### src/design/tapePkg.sv
package tapePkg;

   //////////////////////////////
   // Massbus register numbers
   //////////////////////////////

   typedef enum logic [4:0] {
      regCs1 = 5'o00,
      regDs  = 5'o01,
      regEr  = 5'o02,
      regMr  = 5'o03,
      regAs  = 5'o04,
      regFc  = 5'o05,
      regDt  = 5'o06,
      regSn  = 5'o10,
      regTc  = 5'o11
   } regAddr_t;

   // Legal TM03 function codes, anything else is illegal
   typedef enum logic [4:0] {
      nop        = 5'o00,
      unload     = 5'o01,
      rewind     = 5'o03,
      drvClr     = 5'o04,
      preset     = 5'o10,
      erase      = 5'o12,
      wrTapeMark = 5'o13,
      spcFwd     = 5'o14,
      spcRev     = 5'o15,
      wrChkFwd   = 5'o24,
      wrChkRev   = 5'o27,
      wrFwd      = 5'o30,
      rdFwd      = 5'o34,
      rdRev      = 5'o37
   } tapeFun_t;

   //////////////////////////////
   // Bus and strobe bundles
   //////////////////////////////

   // One Massbus cycle as seen by the slave
   typedef struct packed {
      logic        read;
      logic        write;
      regAddr_t    regSel;
      logic [2:0]  unit;
      logic        parityTest;
      logic        init;
      logic [35:0] data;
   } mbReq_t;

   // Single-cycle write strobes
   typedef struct packed {
      logic wrCs1;
      logic wrFc;
      logic wrMr;
      logic wrTc;
      logic setPar;
      logic setIlf;
   } regWr_t;

   // Command events
   typedef struct packed {
      logic go;
      logic drvClr;
      logic clrAta;
   } cmdEvt_t;

   //////////////////////////////
   // Register bit positions
   //////////////////////////////

   localparam int cs1GoBit  = 0;
   localparam int cs1FunLsb = 1;
   localparam int cs1DvaBit = 11;

   localparam int dsAtaBit  = 15;
   localparam int dsErrBit  = 14;
   localparam int dsMolBit  = 12;
   localparam int dsWrlBit  = 11;
   localparam int dsDprBit  = 8;
   localparam int dsDryBit  = 7;

   localparam int erIlfBit  = 0;
   localparam int erParBit  = 3;

   localparam int tcFcsBit  = 12;
   localparam int tcSsLsb   = 0;

   localparam int mrMmBit   = 0;
   localparam int mrOpLsb   = 1;

   // Even parity maintenance op
   localparam logic [2:0] mrOpEvenPar = 3'd1;

   // TM03 formatter with TU77 transport
   localparam logic [15:0] defDrvType   = 16'o142054;
   localparam logic [15:0] defDrvSerial = 16'o000001;

endpackage

### src/design/tapeBusPort.sv
`timescale 1ns/1ps

module tapeBusPort #(
   parameter logic [2:0]  driveUnit = 3'd0,
   parameter logic [2:0]  drvNum    = 3'd0,
   parameter logic [15:0] drvType   = tapePkg::defDrvType,
   parameter logic [15:0] drvSerial = tapePkg::defDrvSerial
) (
   input  tapePkg::mbReq_t  req,
   input  logic [15:0]      cs1,
   input  logic [15:0]      fc,
   input  logic [15:0]      mr,
   input  logic [15:0]      tc,
   input  logic [15:0]      ds,
   input  logic [15:0]      er,
   output tapePkg::regWr_t  wr,
   output tapePkg::cmdEvt_t evt,
   output logic [15:0]      readData
);

   import tapePkg::*;

   logic        selected;
   logic [15:0] wData;
   logic [4:0]  fun;
   logic        wrCs1Sel;
   logic        wrFcSel;
   logic        wrMrSel;
   logic        wrTcSel;
   logic        wrAsSel;
   logic        goReq;
   logic        funLegal;
   logic [15:0] asWord;

   // Legal function table
   function automatic logic isLegalFun(input logic [4:0] code);
      logic legal;
      case (code)
         nop, unload, rewind, drvClr, preset, erase, wrTapeMark,
         spcFwd, spcRev, wrChkFwd, wrChkRev, wrFwd, rdFwd, rdRev:
            legal = 1'b1;
         default:
            legal = 1'b0;
      endcase
      return legal;
   endfunction

   // Only our unit number answers
   assign selected = (req.unit == driveUnit);
   // Register data lives in the low half-word
   assign wData    = req.data[15:0];
   assign fun      = wData[cs1FunLsb +: 5];

   //////////////////////////////
   // Write decode
   //////////////////////////////

   assign wrCs1Sel = req.write & selected & (req.regSel == regCs1);
   assign wrFcSel  = req.write & selected & (req.regSel == regFc);
   assign wrMrSel  = req.write & selected & (req.regSel == regMr);
   assign wrTcSel  = req.write & selected & (req.regSel == regTc);
   assign wrAsSel  = req.write & selected & (req.regSel == regAs);

   // GO with good parity
   assign goReq    = wrCs1Sel & wData[cs1GoBit] & ~req.parityTest;
   assign funLegal = isLegalFun(fun);

   always_comb begin
      wr        = '0;
      // Bad-parity GO is thrown away, function field untouched
      wr.wrCs1  = wrCs1Sel & ~(wData[cs1GoBit] & req.parityTest);
      wr.wrFc   = wrFcSel;
      wr.wrMr   = wrMrSel;
      wr.wrTc   = wrTcSel;
      // Parity test on FC, MR, TC flags PAR
      wr.setPar = req.parityTest & (wrFcSel | wrMrSel | wrTcSel);
      wr.setIlf = goReq & ~funLegal;
   end

   always_comb begin
      evt        = '0;
      evt.go     = goReq & funLegal;
      evt.drvClr = goReq & (fun == drvClr);
      // Our bit in the attention summary
      evt.clrAta = wrAsSel & wData[drvNum];
   end

   //////////////////////////////
   // Read mux
   //////////////////////////////

   // AS carries only our own ATA bit
   always_comb begin
      asWord         = '0;
      asWord[drvNum] = ds[dsAtaBit];
   end

   always_comb begin
      readData = '0;
      if (req.read & selected) begin
         case (req.regSel)
            regCs1:  readData = cs1;
            regDs:   readData = ds;
            regEr:   readData = er;
            regMr:   readData = mr;
            regAs:   readData = asWord;
            regFc:   readData = fc;
            regDt:   readData = drvType;
            regSn:   readData = drvSerial;
            regTc:   readData = tc;
            default: readData = '0;
         endcase
      end
   end

endmodule

### src/design/tapeCtrlRegs.sv
`timescale 1ns/1ps

module tapeCtrlRegs (
   input  logic            clk,
   input  logic            rst,
   input  logic            init,
   input  logic [15:0]     data,
   input  tapePkg::regWr_t wr,
   output logic [15:0]     cs1,
   output logic [15:0]     fc,
   output logic [15:0]     mr,
   output logic [15:0]     tc,
   output logic            invertParity
);

   import tapePkg::*;

   logic [4:0]  funReg;
   logic [15:0] fcReg;
   logic [15:0] mrReg;
   logic [15:0] tcReg;
   logic        invParReg;
   logic        evenParSel;

   // Maintenance mode with even parity op
   assign evenParSel = data[mrMmBit] & (data[mrOpLsb +: 3] == mrOpEvenPar);

   always_ff @(posedge clk) begin
      if (rst) begin
         funReg    <= '0;
         fcReg     <= '0;
         mrReg     <= '0;
         tcReg     <= '0;
         invParReg <= 1'b0;
      end else begin
         if (wr.wrCs1)
            funReg <= data[cs1FunLsb +: 5];
         if (wr.wrFc)
            fcReg <= data;
         // Parity inversion tracks the new MR value
         if (wr.wrMr) begin
            mrReg     <= data;
            invParReg <= evenParSel;
         end
         // Init wipes TC, FCS included
         if (init) begin
            tcReg <= '0;
         end else if (wr.wrTc) begin
            tcReg           <= data;
            tcReg[tcFcsBit] <= tcReg[tcFcsBit];
         end else if (wr.wrFc) begin
            tcReg[tcFcsBit] <= 1'b1;
         end
      end
   end

   // CS1 image
   always_comb begin
      cs1                 = '0;
      cs1[cs1FunLsb +: 5] = funReg;
      cs1[cs1GoBit]       = 1'b0;     // GO never sticks
      cs1[cs1DvaBit]      = 1'b1;
   end

   assign fc           = fcReg;
   assign mr           = mrReg;
   assign tc           = tcReg;
   assign invertParity = invParReg;

endmodule

### src/design/tapeDriveStatus.sv
`timescale 1ns/1ps

module tapeDriveStatus (
   input  logic             clk,
   input  logic             rst,
   input  logic             init,
   input  tapePkg::regWr_t  wr,
   input  tapePkg::cmdEvt_t evt,
   input  logic             mol,
   input  logic             wrl,
   input  logic             dpr,
   output logic [15:0]      ds,
   output logic [15:0]      er,
   output logic             attention
);

   import tapePkg::*;

   logic ilfErr;
   logic parErr;
   logic ataReg;
   logic errAny;
   logic errClr;
   logic ataSet;
   logic ataClr;

   //////////////////////////////
   // Error register
   //////////////////////////////

   // Drive clear and init both reset the error bits
   assign errClr = evt.drvClr | init;

   always_ff @(posedge clk) begin
      if (rst) begin
         ilfErr <= 1'b0;
         parErr <= 1'b0;
      end else begin
         if (wr.setIlf)
            ilfErr <= 1'b1;
         else if (errClr)
            ilfErr <= 1'b0;
         if (wr.setPar)
            parErr <= 1'b1;
         else if (errClr)
            parErr <= 1'b0;
      end
   end

   always_comb begin
      er           = '0;
      er[erIlfBit] = ilfErr;
      er[erParBit] = parErr;
   end

   assign errAny = |er;

   //////////////////////////////
   // Attention
   //////////////////////////////

   // New error raises ATA
   assign ataSet = wr.setIlf | wr.setPar;
   // AS write, clean legal GO, drive clear, init
   assign ataClr = evt.clrAta | (evt.go & ~errAny) | evt.drvClr | init;

   // Set beats clear
   always_ff @(posedge clk) begin
      if (rst)
         ataReg <= 1'b0;
      else if (ataSet)
         ataReg <= 1'b1;
      else if (ataClr)
         ataReg <= 1'b0;
   end

   // Drive status word
   always_comb begin
      ds           = '0;
      ds[dsAtaBit] = ataReg;
      ds[dsErrBit] = errAny;
      ds[dsMolBit] = mol;
      ds[dsWrlBit] = wrl;
      ds[dsDprBit] = dpr;
      ds[dsDryBit] = 1'b1;        // no motion, always ready
   end

   assign attention = ataReg;

endmodule

### src/design/tapeFormatter.sv
`timescale 1ns/1ps

module tapeFormatter #(
   parameter logic [2:0]  driveUnit = 3'd0,
   parameter logic [2:0]  drvNum    = 3'd0,
   parameter logic [15:0] drvType   = tapePkg::defDrvType,
   parameter logic [15:0] drvSerial = tapePkg::defDrvSerial
) (
   input  logic            clk,
   input  logic            rst,
   input  tapePkg::mbReq_t req,
   input  logic [7:0]      mol,
   input  logic [7:0]      wrl,
   input  logic [7:0]      dpr,
   output logic [15:0]     readData,
   output logic            attention,
   output logic            invertParity
);

   import tapePkg::*;

   regWr_t      wr;
   cmdEvt_t     evt;
   logic [15:0] cs1;
   logic [15:0] fc;
   logic [15:0] mr;
   logic [15:0] tc;
   logic [15:0] ds;
   logic [15:0] er;

   // Bus decode and readback
   tapeBusPort #(
      .driveUnit (driveUnit),
      .drvNum    (drvNum),
      .drvType   (drvType),
      .drvSerial (drvSerial)
   ) busPort (
      .req      (req),
      .cs1      (cs1),
      .fc       (fc),
      .mr       (mr),
      .tc       (tc),
      .ds       (ds),
      .er       (er),
      .wr       (wr),
      .evt      (evt),
      .readData (readData)
   );

   // CS1, FC, MR, TC
   tapeCtrlRegs ctrlRegs (
      .clk          (clk),
      .rst          (rst),
      .init         (req.init),
      .data         (req.data[15:0]),
      .wr           (wr),
      .cs1          (cs1),
      .fc           (fc),
      .mr           (mr),
      .tc           (tc),
      .invertParity (invertParity)
   );

   // ER, DS, attention
   // Transport status picked by the unit on the bus
   tapeDriveStatus driveStatus (
      .clk       (clk),
      .rst       (rst),
      .init      (req.init),
      .wr        (wr),
      .evt       (evt),
      .mol       (mol[req.unit]),
      .wrl       (wrl[req.unit]),
      .dpr       (dpr[req.unit]),
      .ds        (ds),
      .er        (er),
      .attention (attention)
   );

endmodule

### config.mk
export PLATFORM = sky130hd
export DESIGN_NAME = tapeFormatter
export DESIGN_NICKNAME = d
export VERILOG_FILES = /design/src/design/tapePkg.sv /design/src/design/tapeBusPort.sv /design/src/design/tapeCtrlRegs.sv /design/src/design/tapeDriveStatus.sv /design/src/design/tapeFormatter.sv
export SDC_FILE = /design/constraint.sdc
export NUM_CORES = 1
export LEC_CHECK = 0
export BUFFER_PORTS_ARGS = -buffer_cell sky130_fd_sc_hd__buf_2
export CORE_ASPECT_RATIO = 1.4
export CORE_MARGIN = 2
export CORE_UTILIZATION = 46
export CTS_CLUSTER_SIZE = 24
export DETAILED_ROUTE_END_ITERATION = 6
export PLACE_DENSITY = 0.86
export SKIP_LAST_GASP = 1
export SLEW_MARGIN = 25
export SYNTH_ARGS = -nofsm -noshare
export SYNTH_HDL_FRONTEND = slang
export SYNTH_SLANG_ARGS = --single-unit
export TNS_END_PERCENT = 1
### constraint.sdc
create_clock -name clk -period 1.6 [get_ports clk]
set_input_delay 0.32 -clock clk [delete_from_list [all_inputs] [get_ports clk]]
set_output_delay 0.32 -clock clk [all_outputs]
set_load 0.1 [all_outputs]
==> flow_summary.yaml, run 1 <==
outcome:
  status: "complete, but fails checks"
  violations: "setup timing"
clocking:
  htree_levels: 3
  holdBufCountCts: 0
  clkTransAtPathRegs_ns: 0.06
  clk_path_buf_depth: 2
  cts_buffers: 9
  cts_num_sinks: 57
  cts_tree: "yes"
  clock_latency_ns: 0.33
  root_buffer: "clkbuf_8"
synth:
  synth_edf_count: 0
  synth_top_area_share_pct: 39.2
  async_reset_ff_share_pct: 0
  synthTopCellsByCount: "nand2_1 (114), a21oi_1 (65), dfxtp_1 (57)"
  ys.flop_type: "dfxtp_1"
  post-synth-top-area-cell: "dfxtp_1"
  syn-instance-count: 369
  yosysSeqAreaShare_pct: 39.2
  yosysMostFrequentCell: "nand2_1"
  synth.ff_latch_count: 57
  yosys_warnings: 0
  synthTopCellsByArea: "dfxtp_1 (39%), nand2_1 (15%), a21oi_1 (11%), mux4_2 (4.6%), a222oi_1 (2.8%)"
  ys_types: 41
  syn_area_per_cell_sq_um: 7.89
  syn_area_sq_mm: 0.00291
  syn_nets: 445
finish:
  drive_gt1_share_pct: 38.8
  syn_to_final_growth_pct: 53.2
  antennaDiodeCount: 0
  nNetsFinal: 555
  finalCoreUtilization_pct: 72.3
global_route:
  grt_pass1_wl_um: 16400
  grt_usage_pct: 29.9
  grt_pass1_vias: 3633
  antenna_found_initial: 0
  grt-ovfl-total: 0
  grt_max_degree: 42
critical_path:
  worstSetupEndpointType: "output pin"
  worstSetupPathType: "in -> out"
  crit_fanout: 5
  arrival_ns: 1.73
  cpMaxStageDelayCell: "or4_4"
  critPathMaxStageDelay_ns: 0.53
  startpoint_type: "input port"
  required_ns: 1.28
  r2r_cells: 5
  path_cells: "buf_2 -> or4_4 -> nor2_4 -> a222oi_1 -> a31oi_4 -> buf_12"
  r2r_setup_slack_ns: 0.61
timing:
  tightestPinTransition_ns: 0.499
  period_share_pct: 128
  grt_setup_unrepaired: "true"
  slew_headroom_pct: 66.7
  fin_skew_ns: 0.000219
  max_freq_mhz: 489
  setup_viol: 17
  final.setup.tns_ns: -6.39
  hold_viol_final: 0
  postLayoutSetupSlackWorst_ns: -0.445
  final-max-slew-violation-count: 0
  finalWorstPathRequiredPeriod_ns: 2.05
  holdWs_ns: 0.248
place:
  portBuffers: 71
  place_hpwl_um: 6840
  gp_congestion: 0.866
floorplan:
  rows: 34
  die_area_sq_mm: 0.00699
  ios: 92
  core_sq_mm: 0.00617
  die_w_um: 71.2
  initial_core_util_pct: 47.2
  die_h_um: 98.1
route:
  first_iter_violations: 348
  remaining_drc_errors: 0
  drt-total-wl_um: 10100
  first_pass_iters: 7
  routed_via_density: 5.90
  wl_per_cell_um: 18.1
  ant_nets: 0
  via_count: 3281
power_and_ir_drop:
  p_leak_nw: 1.60
  ir_worst_vdd_v: 0.000848
  p_per_area_mw_per_mm2: 690
job:
  drv_cap: 0
hold_path:
  hold_path_depth: 3
  hold_path_class: "in -> reg"
==> path summary, 6_finish.rpt <==
kind | start | end
worst max register to register | driveStatus.parErr | driveStatus.attention
worst max-delay path | req[45] | readData[2]
worst min-delay path | req[13] | ctrlRegs.tc[13]
worst min register to register | ctrlRegs.invertParity | ctrlRegs.invertParity
==> final cells by class <==
cell class | instances | area, sq um
clock buffer | 10 | 138
clock inverter | 6 | 57.6
fill | 412 | 1710
inverter | 4 | 15.0
multi-input combinational | 277 | 1840
sequential | 57 | 1140
tap | 72 | 90.1
timing repair buffer | 130 | 1180
==> worst max-delay path, delay by kind of cell <==
family	cells	cell delay, ns
and+or+nand+nor	2	0.72
buffers and inverters	2	0.34
AOI/OAI and AO/OA	2	0.34
==> logic make-up after synthesis <==
kind of cell | count (synthesis) | share of synthesized area (%)
and+or+nand+nor | 159 | 24.5
AOI/OAI and AO/OA | 100 | 20.5
DFF | 57 | 39.2
buffers and inverters | 35 | 6.66
muxes | 16 | 8.25
adders and majority gates | 2 | 0.859
==> timing repair <==
action                                  CTS  global route
gates cloned                              1             0
endpoints found under the setup margin   16            26
resized for setup                        16             2
pin swaps                                10             0
buffers inserted                          4             0
==> sequential cells by signal (all words and copies together), names as in the netlist <==
name                   cells
ctrlRegs.fc               16
ctrlRegs.funReg            5
ctrlRegs.invertParity      1
ctrlRegs.mr               16
ctrlRegs.tc               16
driveStatus.attention      1
driveStatus.ilfErr         1
driveStatus.parErr         1
==> through the flow <==
stage	total power, mW	cells	instance area [sq um]	setup WS (ns)
6_report	3.08	556	4460	-0.445
5_1_grt	3.18	556	4460	-0.490
4_1_cts	3.08	556	4450	-0.437
3_5_place_dp	1.77	538	4170	-0.540
3_3_place_gp	1.76	538	4170	-0.500
2_1_floorplan	1.61	369	3180	-0.597
==> layer usage <==
layer / wire (um) / vias up / global-route usage [%]
met5: 0 / - / 0
met1: 3370 / 1519 / 29.3
met4: 659 / 0 / 25.3
met2: 5290 / 192 / 52.6
met3: 749 / 63 / 5.68
li1: - / 1507 / -
==> report_power, final <==
part	switching [mW]	internal, mW	leakage (nW)
Sequential	0.000905	1.42	0.459
Combinational	0.173	0.171	1.04
Clock	0.562	0.749	0.102
Total	0.736	2.34	1.60
==> placed cells by master (no fill, tap or decap), types with 5 or more instances in the layout <==
cell type / synthesis / routed
a21oi_1: 65 / 58
a21oi_4: 0 / 7
a222oi_1: 8 / 8
a22oi_1: 10 / 10
a31oi_4: 0 / 6
buf_12: 0 / 23
buf_2: 11 / 50
buf_4: 7 / 52
clkbuf_8: 0 / 10
dfxtp_1: 57 / 56
mux2i_1: 6 / 6
mux4_2: 6 / 6
nand2_1: 114 / 114
nor2_1: 16 / 12
nor2_4: 1 / 5
No activity file was read; power rests on OpenSTA's default activity.
==> run 2: changes to the inputs <==
Settings changed: CORE_UTILIZATION 46 to 24, CTS_BUF_LIST set to sky130_fd_sc_hd__clkbuf_8, PLACE_DENSITY 0.86 to 0.55.
==> flow_summary.yaml, run 2 (synthesis gave the netlist of run 1 again) <==
power_and_ir_drop:
  power_frac_seq_pct: 49.5
  p_total_mw: 2.87
  clockPowerShare_pct: 38.3
  switching_power_mw: 0.710
  ir_worst_vdd_v: 0.000346
  p_per_area_mw_per_mm2: 632
  pwr-share-comb_pct: 12.2
  p_int_mw: 2.16
  p_leak_nw: 1.63
  switching_share_pct: 24.7
place:
  place_area_sq_mm: 0.00425
  pre_cts_ws_ns: -0.579
  portBuffers: 71
  gp_congestion: 0.823
  place_hpwl_um: 7300
  placedCellCount: 616
finish:
  drive_gt1_share_pct: 38.9
  nFillCells: 1199
  layout_common_cells: "nand2_1 (114), a21oi_1 (58), buf_4 (57)"
  finalCoreUtilization_pct: 38.5
  nNetsFinal: 561
  layout_commonest_cell: "nand2_1"
  antennaDiodeCount: 0
  final-seq-area_sq_mm: 0.00114
  fin_area_sq_mm: 0.00455
  layoutNonFillerInstCount: 636
  syn_to_final_growth_pct: 56.1
  multiInputGateArea_sq_mm: 0.00184
global_route:
  grt_max_degree: 42
  grt-ovfl-total: 0
  grt_pass1_wl_um: 15900
  antenna_found_initial: 0
  grt_pass1_vias: 3175
  grt_usage_pct: 15.6
timing:
  max_freq_mhz: 481
  period_share_pct: 130
  setup_viol: 16
  final-max-slew-violation-count: 0
  tightestPinTransition_ns: 0.578
  fin_skew_ns: 0.0000606
  finalWorstPathRequiredPeriod_ns: 2.08
  postLayoutSetupSlackWorst_ns: -0.477
  hold_viol_final: 0
  holdWs_ns: 0.232
  final.setup.tns_ns: -7.05
  slew_headroom_pct: 61.5
  grt_setup_unrepaired: "true"
critical_path:
  worstSetupPathType: "reg -> out"
  cpMaxStageDelayCell: "a222oi_1"
  arrival_ns: 1.76
  critical-path-top-delay-family: "compound AO/OA/AOI/OAI gates"
  r2r_setup_slack_ns: 0.66
  required_ns: 1.28
  worst-path-buf-inv: 1
  crit_fanout: 2
  critPathMaxStageDelay_ns: 0.47
  startpoint_type: "flop"
  path_cells: "or2_4 -> a222oi_1 -> a31oi_4 -> buf_12"
  worstSetupEndpointType: "output pin"
floorplan:
  core_sq_mm: 0.0118
  ios: 92
  die_w_um: 97.1
  die_area_sq_mm: 0.0130
  die_h_um: 134
  initial_core_util_pct: 24.6
  rows: 47
clocking:
  cts_tree: "yes"
  clkTransAtPathRegs_ns: 0.06
  clock_latency_ns: 0.34
  htree_levels: 3
  cts_num_sinks: 57
  cts_buffers: 9
  root_buffer: "clkbuf_8"
  clk_path_buf_depth: 2
route:
  via_count: 3132
  drt-total-wl_um: 10200
  wl_per_cell_um: 16.0
  first_iter_violations: 238
  routed_via_density: 4.92
  ant_nets: 0
  remaining_drc_errors: 0
  first_pass_iters: 5
outcome:
  violations: "setup timing"
  status: "complete, but fails checks"
job:
  drv_cap: 0
hold_path:
  hold_path_class: "in -> reg"
==> run 2: area by class of cell <==
type                    instances  share of cell area, %
multi-input cells             277                   40.5
well taps                     147                   4.05
clock buffers                  10                   3.03
inverters                       4                  0.330
flip-flops and latches         57                   25.2
repair buffers                136                   26.5
clock inverters                 5                  0.413
==> run 2: routing by layer <==
layer | track usage, % | routed length [um] | up-vias
met5 | 0 | 0 | -
met3 | 3.65 | 521 | 22
met4 | 8.76 | 397 | 0
li1 | - | - | 1518
met1 | 17.4 | 4060 | 1486
met2 | 27.0 | 5190 | 106
==> run 2: path summary, 6_finish.rpt <==
| path | from | endpoint | cells after the start |
|---|---|---|---|
| setup reg to reg | driveStatus.ilfErr | driveStatus.attention | 5 |
| hold / removal | req[12] | ctrlRegs.fc[12] | 3 |
| hold reg to reg | ctrlRegs.fc[15] | ctrlRegs.fc[15] | 2 |
| setup / recovery | driveStatus.ilfErr | readData[14] | 4 |
==> run 2: power groups by stage <==
stage / clock, mW / combinational [mW] / sequential (mW)
finish: 1.10 / 0.351 / 1.42
global route: 1.18 / 0.382 / 1.42
CTS: 1.12 / 0.348 / 1.42
detailed placement: 0 / 0.330 / 1.45
global placement: 0 / 0.322 / 1.45
floorplan: 0 / 0.156 / 1.45
==> run 2: what timing repair did <==
item	CTS	global route
setup buffers	5	0
resized for setup	16	7
hold buffers	0	0
gates cloned	2	1
pin swaps	11	9
endpoints found under the setup margin	16	22
==> run 2: worst min-delay path: stages <==
cell,delay (ns)
buf_2,0.11
nand2_1,0.05
a21oi_1,0.05
